===== src/include/pad_macros.svh =====
/*
 * Controller port constants
 *  - number of joystick inputs
 *  - register map of the Wishbone register block
 *  - bit positions in the control register
 *  - mouse idle timeout in clock cycles
 */

`ifndef PAD_MACROS_SVH
`define PAD_MACROS_SVH

////////////////////////////////////////
// Players
////////////////////////////////////////

// Joystick inputs, ports above this read as empty
`define PAD_PLAYERS 5

////////////////////////////////////////
// Register map
////////////////////////////////////////

`define PAD_REG_CTRL   2'd0
`define PAD_REG_STATUS 2'd1

// Control register bits
`define PAD_CTRL_TAP   0
`define PAD_CTRL_SIX   1
`define PAD_CTRL_MOUSE 2

// Cycles with CLR low before the mouse sequence restarts
`define PAD_MOUSE_TIMEOUT 4095

`endif

===== src/hdl/pad_pkg.sv =====
/*
 * Shared types of the controller port
 *  - raw joystick word and active-low port word
 *  - console nibble and tap port index
 *  - Wishbone address and data fields
 *  - mouse movement delta
 */

package pad_pkg;

	////////////////////////////////////////
	// Joystick side
	////////////////////////////////////////

	// Active high
	// 0 right, 1 left, 2 down, 3 up
	// 4 I, 5 II, 6 select, 7 run
	// 8..11 buttons III to VI
	typedef logic [11:0] joy_t;

	// Active low, four nibbles picked by {phase, sel}
	typedef logic [15:0] port_word_t;

	// What the console sees on its data lines
	typedef logic [3:0] nibble_t;

	// Multitap port number, 5..7 are empty
	typedef logic [2:0] port_idx_t;

	////////////////////////////////////////
	// Register bus
	////////////////////////////////////////

	typedef logic [1:0] wb_adr_t;
	typedef logic [7:0] wb_dat_t;

	////////////////////////////////////////
	// Mouse
	////////////////////////////////////////

	// Signed movement per packet
	typedef logic signed [7:0] mouse_delta_t;

endpackage


===== src/hdl/pad_port_top.sv =====
/*
 * Controller port top level
 *  - register block on Wishbone
 *  - console scanner
 *  - mouse tracker
 */

module pad_port_top
	import pad_pkg::*;
(
	input  logic         clk_sys,
	input  logic         reset,
	input  logic         wb_cyc,
	input  logic         wb_stb,
	input  logic         wb_we,
	input  wb_adr_t      wb_adr,
	input  wb_dat_t      wb_dat_w,
	output wb_dat_t      wb_dat_r,
	output logic         wb_ack,
	input  joy_t         joy_0,
	input  joy_t         joy_1,
	input  joy_t         joy_2,
	input  joy_t         joy_3,
	input  joy_t         joy_4,
	input  logic         mouse_stb,
	input  mouse_delta_t mouse_dx,
	input  mouse_delta_t mouse_dy,
	input  logic [1:0]   mouse_btn,
	input  logic         pad_sel,
	input  logic         pad_clr,
	output nibble_t      pad_data
);

	logic      tap_en;
	logic      six_en;
	logic      mouse_en;
	port_idx_t port_idx;
	logic      phase;
	wb_dat_t   mouse_byte;

	pad_cfg_regs u_pad_cfg_regs (
		.clk_sys  (clk_sys),
		.reset    (reset),
		.wb_cyc   (wb_cyc),
		.wb_stb   (wb_stb),
		.wb_we    (wb_we),
		.wb_adr   (wb_adr),
		.wb_dat_w (wb_dat_w),
		.wb_dat_r (wb_dat_r),
		.wb_ack   (wb_ack),
		.port_idx (port_idx),
		.phase    (phase),
		.tap_en   (tap_en),
		.six_en   (six_en),
		.mouse_en (mouse_en)
	);

	pad_scanner u_pad_scanner (
		.clk_sys    (clk_sys),
		.reset      (reset),
		.pad_sel    (pad_sel),
		.pad_clr    (pad_clr),
		.tap_en     (tap_en),
		.six_en     (six_en),
		.mouse_en   (mouse_en),
		.joy_0      (joy_0),
		.joy_1      (joy_1),
		.joy_2      (joy_2),
		.joy_3      (joy_3),
		.joy_4      (joy_4),
		.mouse_byte (mouse_byte),
		.pad_data   (pad_data),
		.port_idx   (port_idx),
		.phase      (phase)
	);

	mouse_tracker u_mouse_tracker (
		.clk_sys    (clk_sys),
		.reset      (reset),
		.pad_clr    (pad_clr),
		.mouse_en   (mouse_en),
		.mouse_stb  (mouse_stb),
		.mouse_dx   (mouse_dx),
		.mouse_dy   (mouse_dy),
		.mouse_btn  (mouse_btn),
		.mouse_byte (mouse_byte)
	);

endmodule


===== src/hdl/mouse_tracker.sv =====
/*
 * Mouse side of the controller port
 *  - packet capture on strobe toggle
 *  - nibble counter on CLR rising edges with idle timeout
 *  - mouse byte assembly for the scanner
 */

`include "pad_macros.svh"

module mouse_tracker
	import pad_pkg::*;
(
	input  logic         clk_sys,
	input  logic         reset,
	input  logic         pad_clr,
	input  logic         mouse_en,
	input  logic         mouse_stb,
	input  mouse_delta_t mouse_dx,
	input  mouse_delta_t mouse_dy,
	input  logic [1:0]   mouse_btn,
	output wb_dat_t      mouse_byte
);

	localparam int unsigned TIMEOUT = `PAD_MOUSE_TIMEOUT;
	localparam int IDLE_W = $clog2(TIMEOUT + 1);

	logic              stb_q;
	logic              clr_q;
	logic [IDLE_W-1:0] idle_cnt;
	logic [1:0]        cnt;
	mouse_delta_t      pend_x;
	mouse_delta_t      pend_y;
	mouse_delta_t      rep_x;
	mouse_delta_t      rep_y;
	nibble_t           move_nib;

	always_ff @(posedge clk_sys) begin
		if (reset || !mouse_en) begin
			stb_q    <= mouse_stb;
			clr_q    <= 1'b0;
			idle_cnt <= '0;
			cnt      <= 2'd3;
			pend_x   <= '0;
			pend_y   <= '0;
			rep_x    <= '0;
			rep_y    <= '0;
		end else begin
			stb_q <= mouse_stb;
			clr_q <= pad_clr;

			// Idle timer runs only while CLR is low
			if (pad_clr) begin
				idle_cnt <= '0;
			end else if (idle_cnt != IDLE_W'(TIMEOUT)) begin
				idle_cnt <= idle_cnt + 1'b1;
			end
			if (idle_cnt == IDLE_W'(TIMEOUT)) begin
				cnt <= 2'd3;
			end

			// New packet, X axis runs the other way on the console
			if (stb_q != mouse_stb) begin
				pend_x <= -mouse_dx;
				pend_y <= mouse_dy;
			end

			if (pad_clr && !clr_q) begin
				cnt <= cnt + 2'd1;
				if (cnt == 2'd3) begin
					rep_x  <= pend_x;
					rep_y  <= pend_y;
					pend_x <= '0;
					pend_y <= '0;
				end
			end
		end
	end

	always_comb begin
		case (cnt)
			2'd0:    move_nib = rep_x[7:4];
			2'd1:    move_nib = rep_x[3:0];
			2'd2:    move_nib = rep_y[7:4];
			default: move_nib = rep_y[3:0];
		endcase
	end

	// Buttons are active low on the port
	assign mouse_byte = {move_nib, 2'b11, ~mouse_btn[0], ~mouse_btn[1]};

endmodule


===== src/hdl/pad_scanner.sv =====
/*
 * Console side of the controller port
 *  - SEL/CLR edge detection
 *  - multitap port counter and six-button phase
 *  - joystick to port word mapping, mouse on port 0
 *  - registered data nibble read by the console
 */

`include "pad_macros.svh"

module pad_scanner
	import pad_pkg::*;
(
	input  logic      clk_sys,
	input  logic      reset,
	input  logic      pad_sel,
	input  logic      pad_clr,
	input  logic      tap_en,
	input  logic      six_en,
	input  logic      mouse_en,
	input  joy_t      joy_0,
	input  joy_t      joy_1,
	input  joy_t      joy_2,
	input  joy_t      joy_3,
	input  joy_t      joy_4,
	input  wb_dat_t   mouse_byte,
	output nibble_t   pad_data,
	output port_idx_t port_idx,
	output logic      phase
);

	localparam int PLAYERS = `PAD_PLAYERS;

	joy_t       joy_arr [PLAYERS];
	port_word_t cur_word;
	nibble_t    cur_nibble;
	logic       sel_q;
	logic       clr_q;
	logic       sel_rise;
	logic       clr_rise;

	////////////////////////////////////////
	// Port word mapping
	////////////////////////////////////////

	// Nibble 0 standard buttons, 1 d-pad, 2 extra buttons, 3 reads 0000
	function automatic port_word_t map_joy(input joy_t j);
		nibble_t std_btn;
		nibble_t dpad;
		nibble_t ext_btn;
		std_btn = j[7:4];
		dpad    = {j[1], j[2], j[0], j[3]};
		ext_btn = j[11:8];
		return ~{4'hF, ext_btn, dpad, std_btn};
	endfunction

	assign joy_arr[0] = joy_0;
	assign joy_arr[1] = joy_1;
	assign joy_arr[2] = joy_2;
	assign joy_arr[3] = joy_3;
	assign joy_arr[4] = joy_4;

	always_comb begin
		if (port_idx == '0 && mouse_en) begin
			// Mouse byte sits in both halves of the word
			cur_word = {mouse_byte, mouse_byte};
		end else if (int'(port_idx) < PLAYERS) begin
			cur_word = map_joy(joy_arr[port_idx]);
		end else begin
			// Nothing plugged into the tap here
			cur_word = '1;
		end
	end

	assign cur_nibble = cur_word[{phase, pad_sel, 2'b00} +: 4];

	////////////////////////////////////////
	// SEL/CLR sequencing
	////////////////////////////////////////

	assign sel_rise = pad_sel && !sel_q;
	assign clr_rise = pad_clr && !clr_q;

	always_ff @(posedge clk_sys) begin
		if (reset) begin
			sel_q    <= 1'b0;
			clr_q    <= 1'b0;
			port_idx <= '0;
			phase    <= 1'b0;
			pad_data <= '0;
		end else begin
			sel_q <= pad_sel;
			clr_q <= pad_clr;
			if (pad_clr) begin
				port_idx <= '0;
				pad_data <= '0;
				// Six-button pads flip phase on every CLR pulse
				if (clr_rise) begin
					phase <= six_en ? !phase : 1'b0;
				end
			end else if (sel_rise && tap_en) begin
				if (port_idx != 3'd7) begin
					port_idx <= port_idx + 3'd1;
				end
			end else begin
				pad_data <= cur_nibble;
			end
		end
	end

	////////////////////////////////////////
	// Checks
	////////////////////////////////////////

	a_clr_blanks_data: assert property (
		@(posedge clk_sys) disable iff (reset)
		pad_clr |=> pad_data == '0
	);

	// Without the tap the scan never leaves port 0
	a_no_tap_no_scan: assert property (
		@(posedge clk_sys) disable iff (reset)
		!tap_en && port_idx == '0 |=> port_idx == '0
	);

endmodule


===== src/hdl/pad_cfg_regs.sv =====
/*
 * Wishbone classic register block
 *  - control register with tap, six-button and mouse mode bits
 *  - read-only scan status (phase and tap port)
 *  - single-cycle acknowledge, unused addresses read 0
 */

`include "pad_macros.svh"

module pad_cfg_regs
	import pad_pkg::*;
(
	input  logic      clk_sys,
	input  logic      reset,
	input  logic      wb_cyc,
	input  logic      wb_stb,
	input  logic      wb_we,
	input  wb_adr_t   wb_adr,
	input  wb_dat_t   wb_dat_w,
	output wb_dat_t   wb_dat_r,
	output logic      wb_ack,
	input  port_idx_t port_idx,
	input  logic      phase,
	output logic      tap_en,
	output logic      six_en,
	output logic      mouse_en
);

	logic [2:0] mode_q;
	logic       xfer;
	wb_dat_t    rd_mux;

	// New request seen, ack not yet given
	assign xfer = wb_cyc && wb_stb && !wb_ack;

	always_comb begin
		case (wb_adr)
			`PAD_REG_CTRL:   rd_mux = {5'd0, mode_q};
			`PAD_REG_STATUS: rd_mux = {4'd0, phase, port_idx};
			default:         rd_mux = '0;
		endcase
	end

	always_ff @(posedge clk_sys) begin
		if (reset) begin
			wb_ack <= 1'b0;
			mode_q <= '0;
		end else begin
			wb_ack <= xfer;
			if (xfer && wb_we && wb_adr == `PAD_REG_CTRL) begin
				mode_q <= wb_dat_w[2:0];
			end
		end
	end

	// Read data latched on the ack edge
	always_ff @(posedge clk_sys) begin
		if (xfer) begin
			wb_dat_r <= rd_mux;
		end
	end

	assign tap_en   = mode_q[`PAD_CTRL_TAP];
	assign six_en   = mode_q[`PAD_CTRL_SIX];
	assign mouse_en = mode_q[`PAD_CTRL_MOUSE];

	// Ack only ever answers a request from the previous cycle
	a_ack_needs_req: assert property (
		@(posedge clk_sys) disable iff (reset)
		$rose(wb_ack) |-> $past(wb_cyc && wb_stb)
	);

endmodule


===== config.mk =====
export PLATFORM = sky130hd
export DESIGN_NAME = pad_port_top
export DESIGN_NICKNAME = d
export VERILOG_FILES = /design/src/hdl/pad_pkg.sv /design/src/hdl/pad_port_top.sv /design/src/hdl/mouse_tracker.sv /design/src/hdl/pad_scanner.sv /design/src/hdl/pad_cfg_regs.sv
export VERILOG_INCLUDE_DIRS = /design/src /design/src/include
export SDC_FILE = /design/constraint.sdc
export NUM_CORES = 1
export LEC_CHECK = 0
export BUFFER_PORTS_ARGS = -buffer_cell sky130_fd_sc_hd__buf_4
export CAP_MARGIN = 15
export CORE_MARGIN = 2
export CORE_UTILIZATION = 55
export DETAILED_ROUTE_END_ITERATION = 10
export PLACE_DENSITY = 0.9
export SETUP_SLACK_MARGIN = 0.1
export SLEW_MARGIN = 5
export SYNTH_ARGS = -nofsm -noshare
export SYNTH_HDL_FRONTEND = slang
export SYNTH_HIERARCHICAL = 1
export SYNTH_SLANG_ARGS = --single-unit

===== constraint.sdc =====
create_clock -name clk_sys -period 6 [get_ports clk_sys]
set_input_delay 0 -clock clk_sys [delete_from_list [all_inputs] [get_ports clk_sys]]
set_output_delay 0 -clock clk_sys [all_outputs]
set_load 0.005 [all_outputs]

==> impl_metrics.tcl <==
set metrics [dict create \
    p_leak_nw 1.992 \
    reg2reg_to "u_pad_scanner/pad_data[0]" \
    power_density_nw_per_um2 197.4 \
    diodes 0 \
    layout-drive-gt1-share 0.2190 \
    irDropWorstVdd_mv 0.2038 \
    routed_wl_um 9699 \
    final_cell_mix "100 x buf_4, 75 x nand2_1, 62 x dfxtp_1, 50 x a21oi_1, 34 x nor2_1" \
    drtPass1Iterations 4 \
    clock_skew_ps 6.197 \
    core_region_area_um2 6719 \
    grt_pass1_wl_um 15260 \
    min_period_ps 2656 \
    finalCritPeriodShare 0.4427 \
    r2r_start "u_pad_scanner/port_idx[0]" \
    grt_max_degree 40 \
    fill_cells 498 \
    fin_setup_tns_ps 0 \
    dp_slack_ps 3425 \
    syn_area_um2 3759 \
    dp.cells 617 \
    synth_cell_types 55 \
    antenna_found_initial 0 \
    hold_path_class "in2reg" \
    synthArstFlopShare 0 \
    ctsRootBufferMaster "clkbuf_8" \
    hold_viol_final 0 \
    slew_headroom 0.2277 \
    syn_area_per_cell_um2 8.066 \
    postLayoutCoreUtil 0.7367 \
    critPathArrivalTime_ps 2880 \
    drv_slew 0 \
    dieArea_um2 7511 \
    cts_tree "yes" \
    syn_to_final_growth_pct 31.69 \
    ff2ff_path_depth 7 \
    worst_slack_ps 3344 \
    port_buffers 99 \
    fin_total_pwr_uw 977.0 \
    syn_inst 466 \
    rrSetupSlack_ps 3340 \
    worst_slew_pin_slew_ps 1150 \
    endpoint_kind "flop" \
    ys_seq_area_frac 0.3622 \
    status "completed" \
    dieHeight_um 86.67 \
    crit_type "reg2reg" \
    insertion_delay_ps 340 \
    hold_depth 3 \
    cts.sinks 66 \
    grt_pass1_vias 3484 \
    gr-total-overflow 0 \
    via_per_inst 5.606 \
    grt_util_all_layers 0.2543 \
    max_cap_violations 0 \
    yosys_warnings 6 \
    synth_edf_count 4 \
    path_clk_slew_ps 70 \
    max_freq_mhz 376.5 \
    place_congestion 0.9123 \
    synth_flop_cell "dfxtp_1" \
    cts_inserted_buffers 9 \
    cpPeakStageDelay_ps 1000 \
    path_cells "inv_1, ha_1, nand3b_1, nor2b_1, nand3_1, o22ai_1, a21oi_1" \
    clk_path_buf_depth 2 \
    cts_resized 0 \
    final_common_cell "buf_4" \
    hpwl_um 6616 \
    cp_max_fo 30 \
    setup_viol_count_final 0 \
    drc 0 \
    post_drt_wl_per_cell_um 14.70 \
    cp_data_required_time_ps 6220 \
    die_x_um 86.67 \
    min_from "mouse_dx[5]" \
    drt-initial-drc-count 179 \
    stdcell_count 660 \
    startpoint_type "flop" \
    synth-seq-cells 66 \
    initial_core_util 0.5594 \
    io_pins 109 \
    min_to "u_mouse_tracker/pend_x[5]" \
    fin_nets 681 \
    htree_levels 3 \
    crit_path_top_delay_cell "dfxtp_1" \
    rows 30 \
    rsz0062_at_grt "no" \
    ant_nets 0 \
    vias 3700 \
]
-- worst max path at each step --
stage,startpoint,depth (start not counted),end,slack [ps]
after floorplan,u_mouse_tracker/cnt[0],8,u_pad_scanner/pad_data[3],4100
after global placement,u_pad_scanner/port_idx[0],7,u_pad_scanner/pad_data[0],3540
after detailed placement,u_pad_scanner/port_idx[0],7,u_pad_scanner/pad_data[0],3420
after CTS,u_pad_scanner/port_idx[0],7,u_pad_scanner/pad_data[0],3390
after global routing,u_pad_scanner/port_idx[0],7,u_pad_scanner/pad_data[2],3120
final,u_pad_scanner/port_idx[0],7,u_pad_scanner/pad_data[0],3340
-- flip-flops by register name, indices dropped and copies added (netlist names) --
signal and count:
u_mouse_tracker/idle_cnt 12, u_mouse_tracker/pend_x 8, u_mouse_tracker/pend_y 8, u_mouse_tracker/rep_x 8, u_mouse_tracker/rep_y 8, u_pad_cfg_regs/wb_dat_r 4
u_pad_scanner/pad_data 4, u_pad_cfg_regs/mode_q 3, u_pad_scanner/port_idx 3, u_mouse_tracker/cnt 2, u_mouse_tracker/clr_q 1, u_mouse_tracker/stb_q 1
u_pad_cfg_regs/wb_ack 1, u_pad_scanner/clr_q 1, u_pad_scanner/phase 1, u_pad_scanner/sel_q 1
-- per-stage QoR --
step	hold slack, ps	instance area [um2]
6_report	9.262	4950
5_1_grt	63.61	4950
4_1_cts	0.1094	4922
3_5_place_dp	151.9	4443
3_3_place_gp	146.9	4443
2_1_floorplan	27.72	3774
-- worst max-delay path: cells and delay by family, from the launching register on --
| family | cells | cell delay (ps) |
|---|---|---|
| AOI/OAI and AO/OA | 2 | 260 |
| adders and majority gates | 1 | 290 |
| buffers and inverters | 1 | 280 |
| DFF | 1 | 1000 |
| and+or+nand+nor | 3 | 700 |
-- metal layers --
layer	share of wire	GRT usage	wire, um
met2	0.51	0.4545	4933
met4	0.020	0.09943	190
met5	0	0	0
met1	0.40	0.2894	3886
met3	0.071	0.06381	688
-- layout make-up --
cell class | count | area, um2 | area share
Clock buffer | 11 | 141.4 | 0.02856
Clock inverter | 5 | 77.57 | 0.01567
Inverter | 21 | 78.83 | 0.01593
Multi-Input combinational cell | 350 | 2152 | 0.4348
Sequential cell | 66 | 1361 | 0.2750
Tap cell | 80 | 100.1 | 0.02022
Timing Repair Buffer | 127 | 1039 | 0.2098
-- Yosys cell counts, types with 5 or more instances --
library cell,number,area share
ha_1,10,0.033
inv_1,21,0.021
a21oi_1,50,0.067
buf_2,16,0.021
nor2_1,34,0.034
nor3_1,17,0.023
nand2_1,75,0.075
dfxtp_1,62,0.33
o22ai_1,7,0.012
xnor2_1,9,0.021
xor2_1,5,0.012
nand2b_1,11,0.018
nand3_1,8,0.011
buf_4,6,0.012
nor2b_1,10,0.017
clkbuf_1,9,0.0090
o21ai_0,18,0.024
mux2i_1,25,0.067
-- timing repair --
action | CTS | global route
endpoints found under the hold margin | 28 | 0
buffers inserted | 0 | 0
hold buffers | 26 | 0
-- report_power, final --
group | leakage [nW] | switching [mW] | total [mW] | internal [mW]
sequential | 0.540 | 0.00279 | 0.449 | 0.446
clock | 0.111 | 0.164 | 0.408 | 0.244
combinational | 1.34 | 0.0517 | 0.120 | 0.0685
-- cell families (layout without fill, tap and decap cells) --
group                      count (synthesis)  after routing  synth area share
and+or+nand+nor                          188            188            0.2543
AOI/OAI and AO/OA                        103            103            0.1621
muxes                                     27             27           0.07557
xor gates and xnor gates                  16             16           0.04128
DFF                                       66             66            0.3622
buffers and inverters                     54            164           0.06924
other                                      2              6          0.001998
adders and majority gates                 10             10           0.03329
(Power assumes the default switching activity.)
